===== config.mk =====
export PLATFORM = sky130hd
export DESIGN_NAME = trap_top
export DESIGN_NICKNAME = d
export VERILOG_FILES = /design/src/trap_pkg.sv /design/src/csr_pkg.sv /design/src/trap_ctrl.sv /design/src/csr_arbiter.sv /design/src/csr_file.sv /design/src/trap_monitor.sv /design/src/trap_top.sv
export SDC_FILE = /design/constraint.sdc
export NUM_CORES = 1
export LEC_CHECK = 0
export BUFFER_PORTS_ARGS = -buffer_cell sky130_fd_sc_hd__buf_2
export CAP_MARGIN = 20
export CORE_MARGIN = 3
export CORE_UTILIZATION = 45
export DETAILED_ROUTE_END_ITERATION = 10
export GPL_TIMING_DRIVEN = 1
export PLACE_DENSITY = 0.69
export SYNTH_ARGS = -nofsm -noshare
export SYNTH_HDL_FRONTEND = slang
export SYNTH_SLANG_ARGS = --single-unit

===== constraint.sdc =====
create_clock -name clk -period 11.61 [get_ports clk]
set_input_delay 0.5805 -clock clk [delete_from_list [all_inputs] [get_ports clk]]
set_output_delay 0.5805 -clock clk [all_outputs]
set_load 0.02 [all_outputs]

===== src/trap_pkg.sv =====
package trap_pkg;

  // Machine exception codes as they appear in mcause
  typedef enum logic [4:0] {
    EXC_INSTR_FAULT     = 5'd1,
    EXC_ILLEGAL         = 5'd2,
    EXC_BREAKPOINT      = 5'd3,
    EXC_ECALL_M         = 5'd11,
    EXC_INSTR_BUS_FAULT = 5'd24
  } exc_code_t;

  // Position of the interrupt flag in mcause
  // The cause code itself sits in the low bits
  localparam int unsigned MCAUSE_IRQ_BIT = 31;

  // Bit positions in the monitor error vector
  // The first five follow the exception classes, the last one covers interrupts
  typedef enum int unsigned {
    ERR_ILLEGAL      = 0,
    ERR_ECALL        = 1,
    ERR_EBREAK       = 2,
    ERR_BUS_FAULT    = 3,
    ERR_INSTR_FAULT  = 4,
    ERR_IRQ_DISABLED = 5
  } mon_err_e;

  localparam int unsigned MON_ERR_W = 6;

  // Highest-priority cause among the flags of one instruction
  // Breakpoint is the lowest class, so it is what is left when no other flag is set
  // The caller qualifies the result with the OR of all flags
  function automatic exc_code_t exc_cause(input logic mpu_fault, input logic bus_err,
                                          input logic illegal, input logic ecall);
    exc_code_t code;
    if (mpu_fault) begin
      code = EXC_INSTR_FAULT;
    end else if (bus_err) begin
      code = EXC_INSTR_BUS_FAULT;
    end else if (illegal) begin
      code = EXC_ILLEGAL;
    end else if (ecall) begin
      code = EXC_ECALL_M;
    end else begin
      code = EXC_BREAKPOINT;
    end
    return code;
  endfunction

endpackage


===== src/csr_pkg.sv =====
package csr_pkg;

  typedef logic [11:0] csr_addr_t;

  // Machine-mode CSRs held by the CSR file
  localparam csr_addr_t CSR_MSTATUS = 12'h300;
  localparam csr_addr_t CSR_MIE     = 12'h304;
  localparam csr_addr_t CSR_MEPC    = 12'h341;
  localparam csr_addr_t CSR_MCAUSE  = 12'h342;

  // Global interrupt enable and its copy saved on trap entry
  localparam int unsigned MSTATUS_MIE_BIT  = 3;
  localparam int unsigned MSTATUS_MPIE_BIT = 7;

endpackage


===== src/trap_ctrl.sv =====
`timescale 1ns/1ps

module trap_ctrl #(
  parameter int unsigned IRQ_WIDTH = 16
) (
  input  logic                 clk,
  input  logic                 rst_ni,
  input  logic                 wb_valid_i,
  input  logic [31:0]          wb_pc_i,
  input  logic                 wb_mpu_fault_i,
  input  logic                 wb_bus_err_i,
  input  logic                 wb_illegal_i,
  input  logic                 wb_ecall_i,
  input  logic                 wb_ebreak_i,
  input  logic [IRQ_WIDTH-1:0] irq_i,
  input  logic [IRQ_WIDTH-1:0] mie_i,
  input  logic                 mstatus_mie_i,
  output logic                 wb_ready_o,
  output logic                 retire_o,
  output logic                 trap_done_o,
  output logic                 req_o,
  output csr_pkg::csr_addr_t   addr_o,
  output logic [31:0]          wdata_o,
  input  logic                 ack_i
);
  import trap_pkg::*;
  import csr_pkg::*;

  // ST_REQ holds req until ack, ST_REL waits for ack to fall again
  typedef enum logic [1:0] {ST_IDLE, ST_REQ, ST_REL} state_e;

  state_e                 state_q;
  logic [1:0]             step_q;
  logic                   done_q;
  logic [31:0]            pc_q;
  logic [31:0]            cause_q;
  logic                   mie_old_q;
  logic                   wb_fire;
  logic                   exc_any;
  logic [IRQ_WIDTH-1:0]   irq_pend;
  logic                   irq_take;
  logic [4:0]             irq_idx;
  logic [31:0]            cause_d;

  ////////////////////////////////////////////////////////////////////////////
  // Trap decision at the writeback transfer
  ////////////////////////////////////////////////////////////////////////////

  assign wb_ready_o = (state_q == ST_IDLE);
  assign wb_fire    = wb_valid_i & wb_ready_o;
  assign exc_any    = wb_mpu_fault_i | wb_bus_err_i | wb_illegal_i | wb_ecall_i | wb_ebreak_i;
  assign irq_pend   = irq_i & mie_i;
  assign irq_take   = mstatus_mie_i & (|irq_pend);

  // An instruction retires only when nothing traps on it
  assign retire_o   = wb_fire & ~exc_any & ~irq_take;

  // Lowest pending and enabled line wins, so scan downwards
  always_comb begin
    irq_idx = '0;
    for (int i = IRQ_WIDTH - 1; i >= 0; i--) begin
      if (irq_pend[i]) begin
        irq_idx = 5'(i);
      end
    end
  end

  // An interrupt displaces any exception of the same instruction
  always_comb begin
    cause_d = 32'(exc_cause(wb_mpu_fault_i, wb_bus_err_i, wb_illegal_i, wb_ecall_i));
    if (irq_take) begin
      cause_d = 32'(irq_idx);
      cause_d[MCAUSE_IRQ_BIT] = 1'b1;
    end
  end

  // Values for the three saves, captured once per trap
  always_ff @(posedge clk) begin
    if (wb_fire && (exc_any || irq_take)) begin
      pc_q      <= wb_pc_i;
      cause_q   <= cause_d;
      mie_old_q <= mstatus_mie_i;
    end
  end

  ////////////////////////////////////////////////////////////////////////////
  // Save sequence over the CSR bus
  ////////////////////////////////////////////////////////////////////////////

  always_ff @(posedge clk or negedge rst_ni) begin
    if (!rst_ni) begin
      state_q <= ST_IDLE;
      step_q  <= 2'd0;
      done_q  <= 1'b0;
    end else begin
      done_q <= 1'b0;
      case (state_q)
        ST_IDLE: begin
          if (wb_fire && (exc_any || irq_take)) begin
            state_q <= ST_REQ;
            step_q  <= 2'd0;
          end
        end
        ST_REQ: begin
          if (ack_i) begin
            state_q <= ST_REL;
          end
        end
        ST_REL: begin
          // Step on only after the ack of the current write has dropped
          if (!ack_i) begin
            if (step_q == 2'd2) begin
              state_q <= ST_IDLE;
              done_q  <= 1'b1;
            end else begin
              state_q <= ST_REQ;
              step_q  <= step_q + 2'd1;
            end
          end
        end
        default: state_q <= ST_IDLE;
      endcase
    end
  end

  assign req_o       = (state_q == ST_REQ);
  assign trap_done_o = done_q;

  // Step 0 saves mepc, step 1 mcause, step 2 mstatus
  always_comb begin
    addr_o  = CSR_MEPC;
    wdata_o = pc_q;
    case (step_q)
      2'd1: begin
        addr_o  = CSR_MCAUSE;
        wdata_o = cause_q;
      end
      2'd2: begin
        // MIE goes to zero and its old value moves to MPIE
        addr_o                    = CSR_MSTATUS;
        wdata_o                   = '0;
        wdata_o[MSTATUS_MIE_BIT]  = 1'b0;
        wdata_o[MSTATUS_MPIE_BIT] = mie_old_q;
      end
      default: ;
    endcase
  end

endmodule


===== src/csr_arbiter.sv =====
`timescale 1ns/1ps

module csr_arbiter (
  input  logic               clk,
  input  logic               rst_ni,
  input  logic               trap_req_i,
  input  csr_pkg::csr_addr_t trap_addr_i,
  input  logic [31:0]        trap_wdata_i,
  output logic               trap_ack_o,
  input  logic               host_req_i,
  input  csr_pkg::csr_addr_t host_addr_i,
  input  logic [31:0]        host_wdata_i,
  output logic               host_ack_o,
  output logic               bus_req_o,
  output csr_pkg::csr_addr_t bus_addr_o,
  output logic [31:0]        bus_wdata_o,
  input  logic               bus_ack_i
);

  typedef enum logic [1:0] {GNT_NONE, GNT_TRAP, GNT_HOST} gnt_e;

  gnt_e gnt_q;
  logic bus_idle;

  // A new grant waits until the previous handshake is fully closed
  assign bus_idle = ~bus_req_o & ~bus_ack_i;

  always_ff @(posedge clk or negedge rst_ni) begin
    if (!rst_ni) begin
      gnt_q <= GNT_NONE;
    end else begin
      case (gnt_q)
        GNT_NONE: begin
          // Trap saves always go ahead of the host
          if (bus_idle && trap_req_i) begin
            gnt_q <= GNT_TRAP;
          end else if (bus_idle && host_req_i) begin
            gnt_q <= GNT_HOST;
          end
        end
        GNT_TRAP: begin
          if (!trap_req_i && !bus_ack_i) begin
            gnt_q <= GNT_NONE;
          end
        end
        GNT_HOST: begin
          if (!host_req_i && !bus_ack_i) begin
            gnt_q <= GNT_NONE;
          end
        end
        default: gnt_q <= GNT_NONE;
      endcase
    end
  end

  // Only the granted side sees the bus
  assign bus_req_o   = ((gnt_q == GNT_TRAP) & trap_req_i) | ((gnt_q == GNT_HOST) & host_req_i);
  assign bus_addr_o  = (gnt_q == GNT_HOST) ? host_addr_i : trap_addr_i;
  assign bus_wdata_o = (gnt_q == GNT_HOST) ? host_wdata_i : trap_wdata_i;
  assign trap_ack_o  = (gnt_q == GNT_TRAP) & bus_ack_i;
  assign host_ack_o  = (gnt_q == GNT_HOST) & bus_ack_i;

endmodule


===== src/csr_file.sv =====
`timescale 1ns/1ps

module csr_file #(
  parameter int unsigned IRQ_WIDTH = 16
) (
  input  logic                 clk,
  input  logic                 rst_ni,
  input  logic                 bus_req_i,
  input  csr_pkg::csr_addr_t   bus_addr_i,
  input  logic [31:0]          bus_wdata_i,
  output logic                 bus_ack_o,
  output logic [IRQ_WIDTH-1:0] mie_o,
  output logic                 mstatus_mie_o,
  output logic [31:0]          mepc_o,
  output logic [31:0]          mcause_o
);
  import csr_pkg::*;

  // Only MIE and MPIE exist in this mstatus
  localparam logic [31:0] MSTATUS_MASK = (32'd1 << MSTATUS_MIE_BIT) |
                                         (32'd1 << MSTATUS_MPIE_BIT);

  logic                 ack_q;
  logic                 wr_en;
  logic [IRQ_WIDTH-1:0] mie_q;
  logic [31:0]          mstatus_q;
  logic [31:0]          mepc_q;
  logic [31:0]          mcause_q;

  // A request is new while its ack has not been raised yet
  assign wr_en = bus_req_i & ~ack_q;

  always_ff @(posedge clk or negedge rst_ni) begin
    if (!rst_ni) begin
      ack_q     <= 1'b0;
      mie_q     <= '0;
      mstatus_q <= '0;
      mepc_q    <= '0;
      mcause_q  <= '0;
    end else begin
      // Ack follows req with one cycle of delay on both edges
      if (wr_en) begin
        ack_q <= 1'b1;
      end else if (!bus_req_i) begin
        ack_q <= 1'b0;
      end

      // Unknown addresses are still acknowledged but change nothing
      if (wr_en) begin
        case (bus_addr_i)
          CSR_MIE:     mie_q     <= bus_wdata_i[IRQ_WIDTH-1:0];
          CSR_MSTATUS: mstatus_q <= bus_wdata_i & MSTATUS_MASK;
          CSR_MEPC:    mepc_q    <= bus_wdata_i;
          CSR_MCAUSE:  mcause_q  <= bus_wdata_i;
          default: ;
        endcase
      end
    end
  end

  assign bus_ack_o     = ack_q;
  assign mie_o         = mie_q;
  assign mstatus_mie_o = mstatus_q[MSTATUS_MIE_BIT];
  assign mepc_o        = mepc_q;
  assign mcause_o      = mcause_q;

endmodule


===== src/trap_monitor.sv =====
`timescale 1ns/1ps

module trap_monitor #(
  parameter int unsigned IRQ_WIDTH = 16
) (
  input  logic                         clk,
  input  logic                         rst_ni,
  input  logic                         wb_valid_i,
  input  logic [31:0]                  wb_pc_i,
  input  logic                         wb_mpu_fault_i,
  input  logic                         wb_bus_err_i,
  input  logic                         wb_illegal_i,
  input  logic                         wb_ecall_i,
  input  logic                         wb_ebreak_i,
  input  logic                         wb_ready_i,
  input  logic [IRQ_WIDTH-1:0]         irq_i,
  input  logic [IRQ_WIDTH-1:0]         mie_i,
  input  logic                         mstatus_mie_i,
  input  logic                         bus_req_i,
  input  csr_pkg::csr_addr_t           bus_addr_i,
  input  logic [31:0]                  bus_wdata_i,
  input  logic                         bus_ack_i,
  output logic [trap_pkg::MON_ERR_W-1:0] err_o
);
  import trap_pkg::*;
  import csr_pkg::*;

  // Exception classes take the low error bits, the interrupt bit comes after them
  localparam int unsigned NUM_CLS  = int'(ERR_IRQ_DISABLED);
  localparam logic [2:0]  CLS_NONE = 3'd7;

  // Error bit of an exception code, or CLS_NONE for any other code
  function automatic logic [2:0] cls_of(input logic [4:0] code);
    logic [2:0] cls;
    case (code)
      EXC_ILLEGAL:         cls = 3'(ERR_ILLEGAL);
      EXC_ECALL_M:         cls = 3'(ERR_ECALL);
      EXC_BREAKPOINT:      cls = 3'(ERR_EBREAK);
      EXC_INSTR_BUS_FAULT: cls = 3'(ERR_BUS_FAULT);
      EXC_INSTR_FAULT:     cls = 3'(ERR_INSTR_FAULT);
      default:             cls = CLS_NONE;
    endcase
    return cls;
  endfunction

  logic                 wb_fire;
  logic                 exp_hit;
  logic [2:0]           exp_cls;
  logic                 ack_q;
  logic                 ack_rise;
  logic                 mepc_wr;
  logic                 mcause_wr;
  logic                 mc_irq;
  logic [4:0]           mc_code;
  logic [2:0]           act_cls;
  logic [31:0]          mie_ext;
  logic                 irq_ok;
  logic [NUM_CLS-1:0]   exp_new;
  logic [NUM_CLS-1:0]   act_hit;
  logic [NUM_CLS-1:0]   exp_found_q;
  logic [NUM_CLS-1:0]   act_found_q;
  logic [31:0]          exp_pc_q [NUM_CLS];
  logic [31:0]          act_pc_q [NUM_CLS];
  logic [31:0]          last_mepc_q;
  logic [MON_ERR_W-1:0] err_q;

  ////////////////////////////////////////////////////////////////////////////
  // Expected side from the writeback port
  ////////////////////////////////////////////////////////////////////////////

  assign wb_fire = wb_valid_i & wb_ready_i;
  assign exp_cls = cls_of(exc_cause(wb_mpu_fault_i, wb_bus_err_i, wb_illegal_i, wb_ecall_i));

  // An enabled interrupt takes the instruction away from its exception class
  assign exp_hit = wb_fire &
                   (wb_mpu_fault_i | wb_bus_err_i | wb_illegal_i | wb_ecall_i | wb_ebreak_i) &
                   ~(mstatus_mie_i & (|(irq_i & mie_i)));

  ////////////////////////////////////////////////////////////////////////////
  // Actual side from the CSR bus
  ////////////////////////////////////////////////////////////////////////////

  // A write counts once, on the cycle its ack rises
  assign ack_rise  = bus_req_i & bus_ack_i & ~ack_q;
  assign mepc_wr   = ack_rise & (bus_addr_i == CSR_MEPC);
  assign mcause_wr = ack_rise & (bus_addr_i == CSR_MCAUSE);
  assign mc_irq    = bus_wdata_i[MCAUSE_IRQ_BIT];
  assign mc_code   = bus_wdata_i[4:0];
  assign act_cls   = cls_of(mc_code);

  // Codes beyond the last line read as disabled
  assign mie_ext = 32'(mie_i);
  assign irq_ok  = mie_ext[mc_code] & mstatus_mie_i;

  // Only the first event of each class is kept on either side
  always_comb begin
    for (int c = 0; c < NUM_CLS; c++) begin
      exp_new[c] = exp_hit & ~exp_found_q[c] & (exp_cls == 3'(c));
      act_hit[c] = mcause_wr & ~mc_irq & ~act_found_q[c] & (act_cls == 3'(c));
    end
  end

  always_ff @(posedge clk) begin
    if (mepc_wr) begin
      last_mepc_q <= bus_wdata_i;
    end
    for (int c = 0; c < NUM_CLS; c++) begin
      if (exp_new[c]) begin
        exp_pc_q[c] <= wb_pc_i;
      end
      if (act_hit[c]) begin
        act_pc_q[c] <= last_mepc_q;
      end
    end
  end

  ////////////////////////////////////////////////////////////////////////////
  // Sticky error flags
  ////////////////////////////////////////////////////////////////////////////

  always_ff @(posedge clk or negedge rst_ni) begin
    if (!rst_ni) begin
      ack_q       <= 1'b0;
      exp_found_q <= '0;
      act_found_q <= '0;
      err_q       <= '0;
    end else begin
      ack_q       <= bus_ack_i;
      exp_found_q <= exp_found_q | exp_new;
      act_found_q <= act_found_q | act_hit;
      for (int c = 0; c < NUM_CLS; c++) begin
        // Compare at the mcause ack, or later if the expected pc shows up last
        if (exp_found_q[c] &&
            ((act_hit[c] && (exp_pc_q[c] != last_mepc_q)) ||
             (act_found_q[c] && (exp_pc_q[c] != act_pc_q[c])))) begin
          err_q[c] <= 1'b1;
        end
      end
      // mstatus is saved after mcause, so MIE still shows the state at the trap
      if (mcause_wr && mc_irq && !irq_ok) begin
        err_q[ERR_IRQ_DISABLED] <= 1'b1;
      end
    end
  end

  assign err_o = err_q;

endmodule


===== src/trap_top.sv =====
`timescale 1ns/1ps

module trap_top #(
  parameter int unsigned IRQ_WIDTH = 16
) (
  input  logic                           clk,
  input  logic                           rst_ni,
  input  logic                           wb_valid_i,
  input  logic [31:0]                    wb_pc_i,
  input  logic                           wb_mpu_fault_i,
  input  logic                           wb_bus_err_i,
  input  logic                           wb_illegal_i,
  input  logic                           wb_ecall_i,
  input  logic                           wb_ebreak_i,
  output logic                           wb_ready_o,
  input  logic [IRQ_WIDTH-1:0]           irq_i,
  input  logic                           host_req_i,
  input  csr_pkg::csr_addr_t             host_addr_i,
  input  logic [31:0]                    host_wdata_i,
  output logic                           host_ack_o,
  output logic                           retire_o,
  output logic                           trap_done_o,
  output logic [31:0]                    mepc_o,
  output logic [31:0]                    mcause_o,
  output logic [IRQ_WIDTH-1:0]           mie_o,
  output logic                           mstatus_mie_o,
  output logic [trap_pkg::MON_ERR_W-1:0] err_o
);
  import csr_pkg::*;

  // Controller side of the arbiter
  logic        trap_req;
  csr_addr_t   trap_addr;
  logic [31:0] trap_wdata;
  logic        trap_ack;

  // Shared bus into the CSR file, also watched by the monitor
  logic        bus_req;
  csr_addr_t   bus_addr;
  logic [31:0] bus_wdata;
  logic        bus_ack;

  trap_ctrl #(
    .IRQ_WIDTH(IRQ_WIDTH)
  ) trap_ctrl_inst (
    .clk           (clk),
    .rst_ni        (rst_ni),
    .wb_valid_i    (wb_valid_i),
    .wb_pc_i       (wb_pc_i),
    .wb_mpu_fault_i(wb_mpu_fault_i),
    .wb_bus_err_i  (wb_bus_err_i),
    .wb_illegal_i  (wb_illegal_i),
    .wb_ecall_i    (wb_ecall_i),
    .wb_ebreak_i   (wb_ebreak_i),
    .irq_i         (irq_i),
    .mie_i         (mie_o),
    .mstatus_mie_i (mstatus_mie_o),
    .wb_ready_o    (wb_ready_o),
    .retire_o      (retire_o),
    .trap_done_o   (trap_done_o),
    .req_o         (trap_req),
    .addr_o        (trap_addr),
    .wdata_o       (trap_wdata),
    .ack_i         (trap_ack)
  );

  csr_arbiter csr_arbiter_inst (
    .clk         (clk),
    .rst_ni      (rst_ni),
    .trap_req_i  (trap_req),
    .trap_addr_i (trap_addr),
    .trap_wdata_i(trap_wdata),
    .trap_ack_o  (trap_ack),
    .host_req_i  (host_req_i),
    .host_addr_i (host_addr_i),
    .host_wdata_i(host_wdata_i),
    .host_ack_o  (host_ack_o),
    .bus_req_o   (bus_req),
    .bus_addr_o  (bus_addr),
    .bus_wdata_o (bus_wdata),
    .bus_ack_i   (bus_ack)
  );

  csr_file #(
    .IRQ_WIDTH(IRQ_WIDTH)
  ) csr_file_inst (
    .clk          (clk),
    .rst_ni       (rst_ni),
    .bus_req_i    (bus_req),
    .bus_addr_i   (bus_addr),
    .bus_wdata_i  (bus_wdata),
    .bus_ack_o    (bus_ack),
    .mie_o        (mie_o),
    .mstatus_mie_o(mstatus_mie_o),
    .mepc_o       (mepc_o),
    .mcause_o     (mcause_o)
  );

  trap_monitor #(
    .IRQ_WIDTH(IRQ_WIDTH)
  ) trap_monitor_inst (
    .clk           (clk),
    .rst_ni        (rst_ni),
    .wb_valid_i    (wb_valid_i),
    .wb_pc_i       (wb_pc_i),
    .wb_mpu_fault_i(wb_mpu_fault_i),
    .wb_bus_err_i  (wb_bus_err_i),
    .wb_illegal_i  (wb_illegal_i),
    .wb_ecall_i    (wb_ecall_i),
    .wb_ebreak_i   (wb_ebreak_i),
    .wb_ready_i    (wb_ready_o),
    .irq_i         (irq_i),
    .mie_i         (mie_o),
    .mstatus_mie_i (mstatus_mie_o),
    .bus_req_i     (bus_req),
    .bus_addr_i    (bus_addr),
    .bus_wdata_i   (bus_wdata),
    .bus_ack_i     (bus_ack),
    .err_o         (err_o)
  );

endmodule


==> flow_metrics.py <==
metrics = {
    "worst_hold_path": {
        "hold_class": "primary input to flip-flop",
        "min_to": "csr_arbiter_inst.gnt_q[1]$_DFFE_PN0P_",
        "min_delay_path_depth": 3,
        "min_from": "host_req_i",
    },
    "logic_synthesis": {
        "synth_edf_count": 391,
        "synth_cells": 1466,
        "syn-num-nets": 1569,
        "syn_area_mm2": 0.0207,
        "ys_ff_latch": 497,
        "avgSynthCellArea_um2": 14.1,
        "yosysWarningCount": 0,
        "seq_area_frac_synth": 0.696,
        "synthArstFlopShare": 0.213,
        "synth-main-ff-cell": "edfxtp_1",
        "synth.distinct_cells": 66,
    },
    "critical_path": {
        "cp_slowest_cell": "nor2_4",
        "r2r_start": "trap_ctrl_inst.step_q[0]$_DFFE_PN0P_",
        "cp.required_ns": 11.81,
        "crit_chain": "inv_1 > ha_1 > buf_16 > and3b_1 > o31ai_2 > inv_2 > nor4_1 > nand4_1 > nor2_4",
        "worstPathArrival_ns": 4.30,
        "path_class": "flip-flop to flip-flop",
        "rr_worst_depth": 9,
        "max_stage_delay_ns": 0.73,
        "reg2reg_slack_ns": 7.51,
        "r2r_end": "trap_monitor_inst.act_pc_q[0][36]$_DFFE_PP_",
        "cp_max_fo": 38,
        "end_kind": "flip-flop",
        "critPathLaunchType": "flip-flop",
    },
    "power_and_ir_drop": {
        "p_seq_frac": 0.483,
        "cellLeakagePower_nw": 8.77,
        "power.share.clock": 0.335,
        "switching_power_mw": 1.37,
        "p_per_area_mw_per_mm2": 193,
        "internal-power_mw": 3.25,
        "p_comb_frac": 0.182,
        "switching_share": 0.297,
        "peakVddDrop_v": 0.000164,
    },
    "finish": {
        "nFillCells": 3686,
        "final_cell_mix": "edfxtp_1, xnor2_1, buf_2",
        "instances_no_fill": 2300,
        "layout_commonest_cell": "edfxtp_1",
        "final_area_mm2": 0.0240,
        "n_antenna_cell": 0,
        "drive_gt1_frac": 0.186,
        "syn2layout_area_growth_pct": 16.1,
        "nNetsFinal": 1772,
        "fin_util": 0.536,
    },
    "outcome": {
        "outcome": "complete, no violations",
    },
    "clock_tree": {
        "clockBufferDepth": 3,
        "clock_latency_ns": 0.60,
        "clk_pin_slew_ns": 0.06,
        "h-tree-depth": 2,
        "numCtsBuffers": 50,
        "cts_tree": "yes",
        "cts_root_buf": "clkbuf_16",
        "numClockSinks": 497,
        "cts_setup_buffers": 0,
    },
    "timing": {
        "rsz0062_at_grt": "false",
        "slew_viol_final": 0,
        "setup_viol": 0,
        "finalCriticalPeriod_ns": 4.10,
        "fin_crit_sh": 0.353,
        "worst_slew_pin_slew_ns": 1.05,
        "relSlewSlack": 0.300,
        "tns_ns": 0,
        "fmax_mhz": 244,
        "hold_violations": 0,
        "fin_skew_ns": 0.0262,
    },
    "drt": {
        "viasPerCell": 5.55,
        "num_vias": 12800,
        "route.detailed.drc": 0,
        "drt-pass1-iter-count": 5,
        "drt_iter0_markers": 1180,
        "ant_nets": 0,
        "totalWireLength_um": 55500,
        "routedWlPerCell_um": 24.1,
    },
    "die": {
        "die_h_um": 220,
        "core_mm2": 0.0448,
        "ioPinCount": 192,
        "die_w_um": 220,
        "row_count": 77,
        "die_area_mm2": 0.0486,
        "initial_core_util": 0.462,
    },
    "place": {
        "io_buffers": 191,
        "place_inst": 2206,
        "gp_congestion": 0.883,
        "post_dp_cell_area_mm2": 0.0224,
        "hpwlAfterDp_um": 40100,
    },
    "global_routing": {
        "grt_start_max_net_pins": 69,
        "grt_pass1_vias": 13200,
        "grt-ovfl-total": 0,
        "grt.total_usage": 0.232,
        "grt_pass1_wl_um": 82500,
        "antenna_found_initial": 5,
    },
    "flow_run": {
        "maxCapViolCount": 0,
    },
}
## Yosys cell counts (5+ instances only)
cell	n	share of area
nor3_1	13	0.0031
o21ai_0	93	0.023
clkbuf_1	55	0.010
nand3b_1	5	0.0018
nand3_1	10	0.0024
a21oi_1	35	0.0085
inv_1	37	0.0067
a31oi_1	9	0.0027
xnor2_1	192	0.081
nand2b_1	11	0.0033
a22oi_1	9	0.0033
nor2_1	26	0.0047
nand2_1	119	0.022
edfxtp_1	391	0.57
nor4_1	48	0.015
nand4_1	65	0.020
and3_1	29	0.0088
nor2b_1	8	0.0024
a22o_1	5	0.0021
xor2_1	128	0.054
dfrtp_1	106	0.13
## power groups by stage
stage	Sequential, mW	Combinational [mW]	Clock [mW]
3_3_place_gp	2.26	0.810	0
5_1_grt	2.25	0.918	1.65
4_1_cts	2.23	0.829	1.58
6_report	2.24	0.842	1.55
2_1_floorplan	2.28	0.462	0
3_5_place_dp	2.26	0.824	0
## layer usage
layer	global-route usage	wire length [um]	part of all wire	vias up
met5	0	27	0.00049	-
met4	0.0923	1880	0.034	4
met3	0.0463	4900	0.088	92
met2	0.365	26000	0.47	603
met1	0.319	22700	0.41	6353
li1	-	-	-	5723
## sequential cells by signal, indices dropped and copies added, names as in the netlist, 16 cells and up
name	cells
trap_monitor_inst.act_pc_q	160
trap_monitor_inst.exp_pc_q	160
csr_file_inst.mcause_o	32
csr_file_inst.mepc_o	32
trap_ctrl_inst.pc_q	32
trap_monitor_inst.last_mepc_q	32
csr_file_inst.mie_o	16
## critical path, delay by kind of cell (launching register included)
| kind | cells | cell delay [ns] |
|---|---|---|
| flip-flops | 1 | 0.40 |
| AND/OR/NAND/NOR | 4 | 1.60 |
| buffers and inverters | 3 | 0.49 |
| AO/OA/AOI/OAI | 1 | 0.70 |
| adder cells (fa/ha/maj) | 1 | 0.47 |
## through the flow
step / hold slack [ns] / setup WS [ns] / power, mW
4_1_cts: 0.250 / 7.08 / 4.64
2_1_floorplan: 0.285 / 7.01 / 2.75
6_report: 0.281 / 7.51 / 4.63
3_5_place_dp: 0.461 / 7.10 / 3.09
5_1_grt: 0.296 / 7.19 / 4.82
3_3_place_gp: 0.457 / 7.23 / 3.07
## cells by family (layout without fill, tap and decap cells)
kind of cell,after synthesis,in the layout,share of synthesized area
adder cells (fa/ha/maj),2,2,0.00121
AND/OR/NAND/NOR,354,354,0.0900
buffers and inverters,104,346,0.0196
multiplexers,7,7,0.00436
AO/OA/AOI/OAI,181,181,0.0524
XOR/XNOR,321,321,0.136
flip-flops,497,497,0.696
## timing repair
action / in CTS / in global routing
endpoints found under the hold margin: 38 / 0
hold buffers: 1 / 0
resized for setup: 0 / 0
## worst max path at each step
stage / start / endpoint / slack (ns) / cells past startpoint
global route: trap_ctrl_inst.step_q[0]$_DFFE_PN0P_ / trap_monitor_inst.act_pc_q[0][51]$_DFFE_PP_ / 7.19 / 9
floorplan: trap_ctrl_inst.step_q[0]$_DFFE_PN0P_ / trap_monitor_inst.act_pc_q[0][64]$_DFFE_PP_ / 7.01 / 9
finish: trap_ctrl_inst.step_q[0]$_DFFE_PN0P_ / trap_monitor_inst.act_pc_q[0][36]$_DFFE_PP_ / 7.51 / 9
CTS: trap_ctrl_inst.step_q[0]$_DFFE_PN0P_ / trap_monitor_inst.act_pc_q[0][57]$_DFFE_PP_ / 7.08 / 8
global placement: trap_ctrl_inst.step_q[0]$_DFFE_PN0P_ / trap_monitor_inst.act_pc_q[0][57]$_DFFE_PP_ / 7.23 / 8
detailed placement: trap_ctrl_inst.step_q[0]$_DFFE_PN0P_ / trap_monitor_inst.act_pc_q[0][36]$_DFFE_PP_ / 7.10 / 8
## area by class of cell
| class | instances | area [um^2] | share of cell area |
|---|---|---|---|
| flip-flops and latches | 497 | 14400 | 0.599 |
| multi-input cells | 865 | 5980 | 0.249 |
| clock buffers | 64 | 1350 | 0.0560 |
| repair buffers | 215 | 1180 | 0.0492 |
| well taps | 592 | 741 | 0.0308 |
| clock inverters | 27 | 218 | 0.00907 |
| inverters | 40 | 153 | 0.00636 |
No activity file was read; power rests on OpenSTA's default activity.
